### src/design/axi_lite_pkg.sv
`default_nettype none

// channel types shared by the AXI-lite slave port and the top level
package axi_lite_pkg;

    // response code on bresp and rresp
    // this slave only ever answers OKAY
    typedef enum logic [1:0] {
        OKAY   = 2'b00,
        EXOKAY = 2'b01,
        SLVERR = 2'b10,
        DECERR = 2'b11
    } axi_resp_e;

    // signals driven by the bus master
    typedef struct packed {
        // write address channel
        logic [15:0] awaddr;
        logic        awvalid;
        // write data channel, strobes are not used by the slave
        logic [31:0] wdata;
        logic [3:0]  wstrb;
        logic        wvalid;
        // write response channel
        logic        bready;
        // read address channel
        logic [15:0] araddr;
        logic        arvalid;
        // read data channel
        logic        rready;
    } axi_req_t;

    // signals driven by the slave
    typedef struct packed {
        logic        awready;
        logic        wready;
        axi_resp_e   bresp;
        logic        bvalid;
        logic        arready;
        logic [31:0] rdata;
        axi_resp_e   rresp;
        logic        rvalid;
    } axi_rsp_t;

endpackage

`default_nettype wire

### src/design/rx_regs_pkg.sv
`default_nettype none

// register map of the sync receiver and the status it exposes
package rx_regs_pkg;

    // core version word
    localparam logic [31:0] PCORE_VERSION = 32'h00040069;
    // "RX~~" in ascii
    localparam logic [31:0] RX_MAGIC = 32'h52587E7E;
    localparam logic [31:0] RX_PATTERN = 32'h69696969;

    // highest physical cell id, sets the width of the n_id field
    localparam int N_ID_MAX = 1007;
    localparam int N_ID_WIDTH = $clog2(N_ID_MAX);

    // word index of each register (byte address bits 10:2)
    typedef enum logic [8:0] {
        REG_VERSION   = 9'h000,
        REG_ID        = 9'h001,
        REG_SCRATCH   = 9'h002,
        REG_MAGIC     = 9'h003,
        REG_PATTERN   = 9'h004,
        REG_FS_STATE  = 9'h005,
        REG_RX_SIGNAL = 9'h006,
        REG_N_ID_2    = 9'h007,
        REG_N_ID      = 9'h008,
        REG_MISMATCH  = 9'h009,
        REG_DET_COUNT = 9'h00A,
        REG_LAST_DET  = 9'h00B,
        REG_CONTROL   = 9'h00C
    } reg_addr_e;

    // live status from the receiver datapath
    typedef struct packed {
        logic [1:0]            fs_state;
        logic [31:0]           rx_signal;
        logic [1:0]            n_id_2;
        logic [N_ID_WIDTH-1:0] n_id;
        logic signed [7:0]     sample_cnt_mismatch;
    } rx_status_t;

    // single-cycle requests from the bus bridge to the register map
    typedef struct packed {
        logic        wreq;
        logic [8:0]  waddr;
        logic [31:0] wdata;
        logic        rreq;
        logic [8:0]  raddr;
    } reg_req_t;

endpackage

`default_nettype wire

### src/design/axi_lite_slave.sv
`timescale 1ns/1ps
`default_nettype none

// AXI-lite slave that serves one transaction at a time and turns it into
// a single-cycle write or read request towards the register map
module axi_lite_slave #(
    parameter int ADDRESS_WIDTH = 11
) (
    input  wire logic                   clk_i,
    input  wire logic                   reset_ni,

    input  wire axi_lite_pkg::axi_req_t axi_req_i,
    output axi_lite_pkg::axi_rsp_t      axi_rsp_o,

    output rx_regs_pkg::reg_req_t       reg_req_o,
    input  wire logic [31:0]            rdata_i,
    input  wire logic                   wack_i,
    input  wire logic                   rack_i
);

    typedef enum logic [2:0] {
        IDLE,
        WRITE_REQ,
        WRITE_WAIT,
        WRITE_RESP,
        READ_REQ,
        READ_WAIT,
        READ_RESP
    } state_e;

    state_e      state_q;
    logic        aw_ready_q;
    logic        ar_ready_q;
    logic        aw_hs;
    logic        ar_hs;
    logic [8:0]  addr_q;
    logic [31:0] wdata_q;
    logic [31:0] rdata_q;

    // address and data of a write transfer together, AXI handshake on each channel
    assign aw_hs = aw_ready_q && axi_req_i.awvalid && axi_req_i.wvalid;
    assign ar_hs = ar_ready_q && axi_req_i.arvalid;

    always_ff @(posedge clk_i) begin
        if (!reset_ni) begin
            state_q    <= IDLE;
            aw_ready_q <= 1'b0;
            ar_ready_q <= 1'b0;
        end else begin
            // readies are one-cycle pulses
            aw_ready_q <= 1'b0;
            ar_ready_q <= 1'b0;
            case (state_q)
                IDLE: begin
                    if (aw_hs) begin
                        state_q <= WRITE_REQ;
                    end else if (ar_hs) begin
                        state_q <= READ_REQ;
                    end else if (!aw_ready_q && !ar_ready_q) begin
                        // write has priority over a pending read
                        if (axi_req_i.awvalid && axi_req_i.wvalid) begin
                            aw_ready_q <= 1'b1;
                        end else if (axi_req_i.arvalid) begin
                            ar_ready_q <= 1'b1;
                        end
                    end
                end
                WRITE_REQ: state_q <= WRITE_WAIT;
                WRITE_WAIT: begin
                    if (wack_i) begin
                        state_q <= WRITE_RESP;
                    end
                end
                WRITE_RESP: begin
                    if (axi_req_i.bready) begin
                        state_q <= IDLE;
                    end
                end
                READ_REQ: state_q <= READ_WAIT;
                READ_WAIT: begin
                    if (rack_i) begin
                        state_q <= READ_RESP;
                    end
                end
                READ_RESP: begin
                    if (axi_req_i.rready) begin
                        state_q <= IDLE;
                    end
                end
                default: state_q <= IDLE;
            endcase
        end
    end

    // word index and write data captured on acceptance
    always_ff @(posedge clk_i) begin
        if (aw_hs) begin
            addr_q  <= 9'(axi_req_i.awaddr[ADDRESS_WIDTH-1:2]);
            wdata_q <= axi_req_i.wdata;
        end else if (ar_hs) begin
            addr_q <= 9'(axi_req_i.araddr[ADDRESS_WIDTH-1:2]);
        end
    end

    // read data held here so it stays stable while rvalid waits
    always_ff @(posedge clk_i) begin
        if (!reset_ni) begin
            rdata_q <= '0;
        end else if (rack_i) begin
            rdata_q <= rdata_i;
        end
    end

    always_comb begin
        reg_req_o.wreq  = (state_q == WRITE_REQ);
        reg_req_o.waddr = addr_q;
        reg_req_o.wdata = wdata_q;
        reg_req_o.rreq  = (state_q == READ_REQ);
        reg_req_o.raddr = addr_q;
    end

    always_comb begin
        axi_rsp_o.awready = aw_ready_q;
        axi_rsp_o.wready  = aw_ready_q;
        axi_rsp_o.bresp   = axi_lite_pkg::OKAY;
        axi_rsp_o.bvalid  = (state_q == WRITE_RESP);
        axi_rsp_o.arready = ar_ready_q;
        axi_rsp_o.rdata   = rdata_q;
        axi_rsp_o.rresp   = axi_lite_pkg::OKAY;
        axi_rsp_o.rvalid  = (state_q == READ_RESP);
    end

endmodule

`default_nettype wire

### src/design/receiver_regmap.sv
`timescale 1ns/1ps
`default_nettype none

// register decode for the sync receiver
// reads and writes are acknowledged one cycle after their request
module receiver_regmap #(
    parameter logic [31:0] ID = 32'h0,
    parameter int COUNT_WIDTH = 16
) (
    input  wire logic                               clk_i,
    input  wire logic                               reset_ni,

    input  wire rx_regs_pkg::reg_req_t              reg_req_i,
    output logic [31:0]                             rdata_o,
    output logic                                    wack_o,
    output logic                                    rack_o,

    input  wire rx_regs_pkg::rx_status_t            status_i,
    input  wire logic [COUNT_WIDTH-1:0]             det_count_i,
    input  wire logic [rx_regs_pkg::N_ID_WIDTH-1:0] last_n_id_i,
    input  wire logic [1:0]                         last_n_id_2_i,
    output logic                                    stats_clear_o
);

    logic [31:0] scratch_q;
    logic [31:0] last_det;
    logic [31:0] rd_value;

    // clear takes effect on the same edge as the write request
    assign stats_clear_o = reg_req_i.wreq && reg_req_i.wdata[0]
        && (reg_req_i.waddr == rx_regs_pkg::REG_CONTROL);

    // n_id in the low bits, n_id_2 at 17:16
    always_comb begin
        last_det = '0;
        last_det[rx_regs_pkg::N_ID_WIDTH-1:0] = last_n_id_i;
        last_det[17:16] = last_n_id_2_i;
    end

    always_comb begin
        case (reg_req_i.raddr)
            rx_regs_pkg::REG_VERSION:   rd_value = rx_regs_pkg::PCORE_VERSION;
            rx_regs_pkg::REG_ID:        rd_value = ID;
            rx_regs_pkg::REG_SCRATCH:   rd_value = scratch_q;
            rx_regs_pkg::REG_MAGIC:     rd_value = rx_regs_pkg::RX_MAGIC;
            rx_regs_pkg::REG_PATTERN:   rd_value = rx_regs_pkg::RX_PATTERN;
            rx_regs_pkg::REG_FS_STATE:  rd_value = {30'd0, status_i.fs_state};
            rx_regs_pkg::REG_RX_SIGNAL: rd_value = status_i.rx_signal;
            rx_regs_pkg::REG_N_ID_2:    rd_value = {30'd0, status_i.n_id_2};
            rx_regs_pkg::REG_N_ID:      rd_value = 32'(status_i.n_id);
            // the mismatch is a signed sample count
            rx_regs_pkg::REG_MISMATCH: begin
                rd_value = {{24{status_i.sample_cnt_mismatch[7]}},
                            status_i.sample_cnt_mismatch};
            end
            rx_regs_pkg::REG_DET_COUNT: rd_value = 32'(det_count_i);
            rx_regs_pkg::REG_LAST_DET:  rd_value = last_det;
            // control is write-only, unknown indices land here too
            default:                    rd_value = '0;
        endcase
    end

    always_ff @(posedge clk_i) begin
        if (!reset_ni) begin
            wack_o    <= 1'b0;
            rack_o    <= 1'b0;
            rdata_o   <= '0;
            scratch_q <= '0;
        end else begin
            wack_o <= reg_req_i.wreq;
            rack_o <= reg_req_i.rreq;
            // status is sampled on the request cycle
            if (reg_req_i.rreq) begin
                rdata_o <= rd_value;
            end
            if (reg_req_i.wreq && (reg_req_i.waddr == rx_regs_pkg::REG_SCRATCH)) begin
                scratch_q <= reg_req_i.wdata;
            end
        end
    end

endmodule

`default_nettype wire

### src/design/detect_stats.sv
`timescale 1ns/1ps
`default_nettype none

// counts sync detections and keeps the cell identity of the latest one
module detect_stats #(
    parameter int COUNT_WIDTH = 16
) (
    input  wire logic                               clk_i,
    input  wire logic                               reset_ni,

    input  wire logic                               detect_valid_i,
    input  wire logic [rx_regs_pkg::N_ID_WIDTH-1:0] n_id_i,
    input  wire logic [1:0]                         n_id_2_i,
    input  wire logic                               clear_i,

    output logic [COUNT_WIDTH-1:0]                  count_o,
    output logic [rx_regs_pkg::N_ID_WIDTH-1:0]      last_n_id_o,
    output logic [1:0]                              last_n_id_2_o
);

    logic count_full;

    // counter stops at all ones
    assign count_full = &count_o;

    always_ff @(posedge clk_i) begin
        if (!reset_ni) begin
            count_o <= '0;
        end else if (clear_i) begin
            // clear wins over a detection on the same edge
            count_o <= '0;
        end else if (detect_valid_i && !count_full) begin
            count_o <= count_o + 1'b1;
        end
    end

    // capture follows every strobe, even once the counter has saturated
    always_ff @(posedge clk_i) begin
        if (!reset_ni || clear_i) begin
            last_n_id_o   <= '0;
            last_n_id_2_o <= '0;
        end else if (detect_valid_i) begin
            last_n_id_o   <= n_id_i;
            last_n_id_2_o <= n_id_2_i;
        end
    end

endmodule

`default_nettype wire

### src/design/receiver_ctrl_top.sv
`timescale 1ns/1ps
`default_nettype none

// register block of the sync receiver, reachable over AXI-lite
module receiver_ctrl_top #(
    parameter logic [31:0] ID = 32'h0,
    parameter int ADDRESS_WIDTH = 11,
    parameter int COUNT_WIDTH = 16
) (
    input  wire logic                    clk_i,
    input  wire logic                    reset_ni,

    input  wire axi_lite_pkg::axi_req_t  axi_req_i,
    output axi_lite_pkg::axi_rsp_t       axi_rsp_o,

    input  wire rx_regs_pkg::rx_status_t status_i,
    input  wire logic                    detect_valid_i
);

    rx_regs_pkg::reg_req_t                reg_req;
    logic [31:0]                          rdata;
    logic                                 wack;
    logic                                 rack;
    logic                                 stats_clear;
    logic [COUNT_WIDTH-1:0]               det_count;
    logic [rx_regs_pkg::N_ID_WIDTH-1:0]   last_n_id;
    logic [1:0]                           last_n_id_2;

    axi_lite_slave #(
        .ADDRESS_WIDTH(ADDRESS_WIDTH)
    ) axi_lite_slave_i (
        .clk_i(clk_i),
        .reset_ni(reset_ni),
        .axi_req_i(axi_req_i),
        .axi_rsp_o(axi_rsp_o),
        .reg_req_o(reg_req),
        .rdata_i(rdata),
        .wack_i(wack),
        .rack_i(rack)
    );

    receiver_regmap #(
        .ID(ID),
        .COUNT_WIDTH(COUNT_WIDTH)
    ) receiver_regmap_i (
        .clk_i(clk_i),
        .reset_ni(reset_ni),
        .reg_req_i(reg_req),
        .rdata_o(rdata),
        .wack_o(wack),
        .rack_o(rack),
        .status_i(status_i),
        .det_count_i(det_count),
        .last_n_id_i(last_n_id),
        .last_n_id_2_i(last_n_id_2),
        .stats_clear_o(stats_clear)
    );

    // detections record the cell identity currently reported by the receiver
    detect_stats #(
        .COUNT_WIDTH(COUNT_WIDTH)
    ) detect_stats_i (
        .clk_i(clk_i),
        .reset_ni(reset_ni),
        .detect_valid_i(detect_valid_i),
        .n_id_i(status_i.n_id),
        .n_id_2_i(status_i.n_id_2),
        .clear_i(stats_clear),
        .count_o(det_count),
        .last_n_id_o(last_n_id),
        .last_n_id_2_o(last_n_id_2)
    );

endmodule

`default_nettype wire

### config.mk
export PLATFORM = sky130hd
export DESIGN_NAME = receiver_ctrl_top
export DESIGN_NICKNAME = d
export VERILOG_FILES = /design/src/design/axi_lite_pkg.sv /design/src/design/rx_regs_pkg.sv /design/src/design/axi_lite_slave.sv /design/src/design/receiver_regmap.sv /design/src/design/detect_stats.sv /design/src/design/receiver_ctrl_top.sv
export SDC_FILE = /design/constraint.sdc
export NUM_CORES = 1
export LEC_CHECK = 0
export BUFFER_PORTS_ARGS = -buffer_cell sky130_fd_sc_hd__buf_2
export CAP_MARGIN = 20
export CORE_MARGIN = 3
export CORE_UTILIZATION = 49
export DETAILED_ROUTE_END_ITERATION = 12
export PLACE_DENSITY = 0.84
export REMOVE_ABC_BUFFERS = 1
export SETUP_SLACK_MARGIN = 0.4
export SYNTH_ARGS = -nofsm -noshare
export SYNTH_HDL_FRONTEND = slang
export SYNTH_SLANG_ARGS = --single-unit
### constraint.sdc
create_clock -name clk_i -period 2 [get_ports clk_i]
set_input_delay 0.3 -clock clk_i [delete_from_list [all_inputs] [get_ports clk_i]]
set_output_delay 0.3 -clock clk_i [all_outputs]
set_load 0.005 [all_outputs]
After elaboration in Yosys (flattened, before gate mapping) --
Cells that the tools add are included.
Word-level totals: latch bits 0, word-level logic and storage cells 73, memory bits (writable) 0, input bits 130, output and inout port bits 41, memory bits (read-only) 0, bits in registers 172, memories 0
Operators by class: multiplexer cells 12, div/mod/pow operators 0, bitwise logic cells 3, order comparisons 0, add/sub/neg operators 1, shift-type cells 0, reductions and logical operators 22, equal/unequal tests 22, multiply operators 0
Operators by type and width (count):
- 32-bit one-hot mux with 11 select lines | 1
- 9-bit by 4-bit == test with 1-bit output (second input constant) | 5
- 9-bit by 3-bit == test with 1-bit output (second input constant) | 4
- 3-bit one-hot mux with 7 select lines | 1
- 9-bit by 2-bit == test with 1-bit output (second input constant) | 2
- 3-bit two-way mux | 6
- 9-bit two-way mux | 2
- 16-bit by 1-bit adder with 16-bit output (second input constant) | 1
- 16-bit AND reduction | 1
- 3-bit == test (second input constant) | 3
- 1-bit logical AND | 9
- 9-bit logical NOT | 1
- 3-bit by 2-bit == test with 1-bit output (second input constant) | 2
- 6-bit OR reduction | 1
- 5-bit AND reduction | 1
- 5-bit OR reduction | 1
- 1-bit logical NOT | 4
- 2-bit by 1-bit != test with 1-bit output (second input constant) | 2
- 2-bit != test (second input constant) | 2
- 3-bit by 1-bit == test with 1-bit output (second input constant) | 1
- 3-bit logical NOT | 1
- 3-bit by 1-bit != test with 1-bit output (second input constant) | 1
- 1-bit NOT | 3
- 1-bit two-way mux | 2
- 3 further kinds | 3

Logic depth before layout (Yosys ltp) --
word-level depth 4, depth in mapped cells 9, mapped depth without buffers 6

By module --
A second synthesis with hierarchy kept.
Unflattened totals: cells, all modules 776, area, all modules 7777.5 um^2
Modules (own cells, without submodules):
- receiver_regmap | cells an instance 429, seq. area each 1321.3 um^2, area each 3469.6 um^2, times used 1
- axi_lite_slave | cells an instance 214, seq. area each 1971.9 um^2, area each 3031.7 um^2, times used 1
- detect_stats | cells an instance 133, seq. area each 560.5 um^2, area each 1276.2 um^2, times used 1

Least setup slack after synthesis --
Ideal clock, no wire load.
path type register to register, start point register detect_stats_i.count_o[0], end point register detect_stats_i.count_o[3], cell stages (with the launch flop) 8, clock period less this slack 1854 ps, data required time 1886 ps, setup slack 146 ps, data arrival time 1739 ps, buffers on the path 1, cell sequence dfxtp_1 ha_1 nand3_1 or4_1 buf_6 o21ai_0 xor2_1 nor2_1
Between the ends: cells in the longest elaborated chain, start to end 3, elaborated cells on any way between the ends 4, classes of those cells 1 x add/sub; 3 x reduce/logical
Ends and longest elaborated chain:
- from (decl) | line detect_stats.sv:16 | output logic [COUNT_WIDTH-1:0] count_o,
- from (signal assigned) | line detect_stats.sv:33 | count_o <= count_o + 1'b1;
- branches (longest 3 deep; another with 16-bit by 1-bit adder with 16-bit output)
Several ways; the timed one is not identified. A chain may end at the register's enable or synchronous reset.

Worst setup path in the final report --
start point register axi_lite_slave_i.addr_q[5], end point register receiver_regmap_i.scratch_q[12]
Between the ends: cells in the longest elaborated chain, start to end 2
Ends and longest elaborated chain:
- from (decl) | line axi_lite_slave.sv:36 | logic [8:0] addr_q;
- from (signal assigned) | line axi_lite_slave.sv:98 | addr_q <= 9'(axi_req_i.awaddr[ADDRESS_WIDTH-1:2]);
- from (signal assigned) | line axi_lite_slave.sv:101 | addr_q <= 9'(axi_req_i.araddr[ADDRESS_WIDTH-1:2]);
- 9-bit by 2-bit == test with 1-bit output | line receiver_regmap.sv:76 | if (reg_req_i.wreq && (reg_req_i.waddr == rx_regs_pkg::REG_SCRATCH)) begin
- 1-bit logical AND | line receiver_regmap.sv:76
- to (signal assigned) | line receiver_regmap.sv:77 | scratch_q <= reg_req_i.wdata;
- to (decl) | line receiver_regmap.sv:25 | logic [31:0] scratch_q;
Every way passes these cells.

==> impl_results.md <==
- Hold Crit Endpoint: axi_lite_slave_i.wdata_q[25]
- PnR Total Power: 8210 uW
- Max incr delay on CP: between 400 and 500 ps
- Crit. End Element: flip-flop
- Dominant cells by area after synthesis: dfxtp_1, edfxtp_1, mux2i_1
- Async SR Flop Fraction: 0%
- Period utilization: 96.1%
- Max-cap violations: 0
- Synthesized cell area: 7620 sq um
- Reg-to-Reg Start: axi_lite_slave_i.addr_q[5]
- Result of the run: complete, no violations
- Hold Crit Depth: 1
- Initial core utilization: ~51%
- Number of synthesized flops with an enable pin: slightly above 40
- Reg2reg setup slack: a little under 80 ps
- Post-Synth Simple-Gate Area: between 10% and 20%
- Routed len/inst: 18.2 um
- Worst slew margin relative to its limit: 63.3%
- Worst path cell trace: nor4_4, nand3_2, or3_4, buf_12, nand2_1, a21boi_1
- Chip Height: roughly 130 um
- Antenna viol nets, final: 0
- Pwr per Cell Area: roughly 800 nW/um^2
- Vias in the first global route: about 6,200
- Pre-antenna DRT Iters: 6
- Total global routing overflow: 0
- Largest family of logic cells by synthesized area: simple AND/OR/NAND/NOR gates
- Core Rows: 44
- Part of the power in registers: between 40% and 50%
- Largest net degree at the start of global routing: 33
- Switching Fraction: approximately a quarter
- RSZ-0062 raised after global routing: yes
- CTS root buffer: clkbuf_16
- Startpoint types: flip-flop
- Nets: ~1,100
- Final instance area: 10,300 sq um
- Tightest Hold Check Type: in -> reg
- Synth cell types: 65
- GRT Total Usage: ~24%
- Share of cells above drive strength 1: about two fifths
- Critical Path Fanout Max: 19
- Routed WL: roughly 21 mm
- Yosys Warn Count: 0
- Clock-pin slew on the worst setup and hold paths: around 70 ps
- Clk sinks: 172
- Detailed placer's ending HPWL: roughly 14 mm
- Worst vdd ir: approximately 900 uV
- First-pass GRT wire length: 32.0 mm
- Clock power frac: 40.7%
- Synthesis-stage register bit count: between 150 and 200
- Sw Pwr: around 2000 uW
- CTS tree: built
- Vias per cell: ~5.6
- Io pins: 171
- Synth Flop Type: dfxtp_1
- End of the worst register-to-register path: receiver_regmap_i.scratch_q[12]
- Die X: roughly 130 um
- Achievable clock frequency: 520 MHz
- Worst-case reg-to-reg path depth: 6
- Syn Inst Count: a little under 800
- First-iteration detailed-routing DRC count: approximately 570
- Synth top area share: roughly 34%
- Most common cell in the synthesized netlist: dfxtp_1
- CP Buf/Inv Count: 1
- Die area: 17,100 sq um
- Internal power: approximately 6200 uW
- Post-DP Area: between 8000 and 9000 sq um
- Layout Skew: 13.5 ps
- Clock period minus worst slack: slightly below 2000 ps
- CP Data Arrival Time: between 2000 and 2500 ps
- Final Max Slew Viols: 0
- Hold WS: around 42 ps
- Synth Area in Compound Gates: a little over an eighth
- CP Class: reg -> reg
- Final setup violation count: 0
- Post-Route Setup TNS: 0 ps
- DR vias: approximately 6,600
- Synth cell count leaders: dfxtp_1, nand2_1, mux2i_1
- Core area: between 10,000 and 15,000 sq um
- Remaining DRCs: 0
- Slew @ Worst Pin: roughly 550 ps
- Pleak: a little under 0.004 uW
- Final hold violation count: 0
- Synth area leader: dfxtp_1
- DR WL met3: about 1.5 mm
- Initial antenna violation count: 1
- Inserted Clock Buffers: 17
- CP required: between 2000 and 2500 ps
- CP max stage cell: edfxtp_1
- CP top delay family: simple AND/OR/NAND/NOR gates
- Sequential element share of the synthesized area: 50.6%
- Placer Congestion: ~0.94
- Area grow syn2layout: 35.3%
- Combinational Power Share: 13.9%
- Insertion delay to the later sink of the worst-skew pair: roughly 430 ps
- Average size of a mapped cell: ~9.9 sq um
- Post-synthesis adder-cell area fraction: 0.164%
- Met2 wire length: 10.4 mm
- XOR/XNOR share of the synthesized area: 1.15%
- Final design utilization: between 60% and 70%
- Hold_sp: axi_req_i[49]
- CTS H-tree lvls: 4
- CTS Buffer Depth: 2
- Port buffer count: 148
- Met1 wire length: 8.85 mm
- FILL cells: approximately 1,100
- Mux contribution to synthesized area: 12.4%
- Max Used Layer: met4
## state kept, by name, indices dropped and copies added (netlist names)
name,flops
axi_lite_slave_i.wdata_q,32
receiver_regmap_i.scratch_q,32
axi_lite_slave_i.rdata_q,32
receiver_regmap_i.rdata_o,32
axi_lite_slave_i.addr_q,9
axi_lite_slave_i.ar_ready_q,1
receiver_regmap_i.wack_o,1
receiver_regmap_i.rack_o,1
detect_stats_i.count_o,16
detect_stats_i.last_n_id_2_o,2
axi_lite_slave_i.state_q,3
axi_lite_slave_i.aw_ready_q,1
detect_stats_i.last_n_id_o,10
## kinds of logic (layout without fill, tap and decap cells)
| kind of cell | Yosys count | count (layout) |
|---|---|---|
| AND/OR/NAND/NOR | 283 | 283 |
| flip-flops | 172 | 172 |
| AO/OA/AOI/OAI | 154 | 154 |
| multiplexers | 88 | 88 |
| buffers and inverters | 64 | 283 |
| XOR/XNOR | 10 | 10 |
| adder cells (fa/ha/maj) | 1 | 1 |
| other | 1 | 5 |
## cell type report
cell class                 count  area, sq um  share of cell area, %
clock buffer                  25          528                   5.12
timing repair buffer         242         1650                   16.0
tap                          184          230                   2.23
clock inverter                 7         75.1                  0.728
inverter                       9         37.5                  0.364
multi-input combinational    540         3920                   38.0
antenna                        1         2.50                 0.0243
sequential                   172         3870                   37.5
## how the worst max path moves through the flow
| stage | startpoint | endpoint | slack [ps] | depth (start not counted) |
|---|---|---|---|---|
| after CTS | axi_lite_slave_i.addr_q[6] | receiver_regmap_i.scratch_q[22] | 160 | 6 |
| after detailed placement | detect_stats_i.count_o[0] | detect_stats_i.count_o[3] | 60 | 7 |
| after global placement | detect_stats_i.count_o[0] | detect_stats_i.count_o[3] | 90 | 7 |
| final | axi_lite_slave_i.addr_q[5] | receiver_regmap_i.scratch_q[12] | 80 | 6 |
| after floorplan | axi_lite_slave_i.addr_q[1] | receiver_regmap_i.scratch_q[0] | -680 | 5 |
| after global routing | axi_lite_slave_i.addr_q[5] | receiver_regmap_i.scratch_q[31] | 40 | 6 |
## what timing repair did
action	4_1_cts	5_1_grt
setup buffers	15	23
cloned	3	1
endpoints found under the setup margin	135	94
gates resized for setup	80	109
hold buffers	0	0
pin swaps	34	29
## metal layers
metal  global-route usage, %  up-vias
met4                    9.26        0
met3                    6.71       56
li1                        -     3133
met1                    31.0     3184
met5                       0        -
met2                    39.8      258
## metrics by stage
step | instances | worst slack [ps]
after floorplan | 721 | -679
after global placement | 1105 | 94.6
after detailed placement | 1105 | 59.8
after CTS | 1155 | 159
after global routing | 1180 | 39.1
final | 1180 | 77.3
## power groups by stage
stage               logic [uW]  registers [uW]  clock network, uW
floorplan                  391            3850                  0
global placement           830            3800                  0
detailed placement         845            3800                  0
CTS                        923            3740               3370
global route              1210            3740               3530
finish                    1140            3730               3340
## worst reg2reg max path: stages (launching register included)
cell and delay (ps):
edfxtp_1 450, nor4_4 430, nand3_2 190, or3_4 430, buf_12 170, nand2_1 80, a21boi_1 60
## placed cells by master (no fill, tap or decap), types with 21 or more instances in the layout
master and instances:
edfxtp_1 41, buf_4 61, nor2b_1 36, dfxtp_1 119
a21boi_1 31, nand2_1 125, mux2_2 21, mux2i_1 62
buf_2 148, o21ai_0 24
No activity file was read; power rests on OpenSTA's default activity.
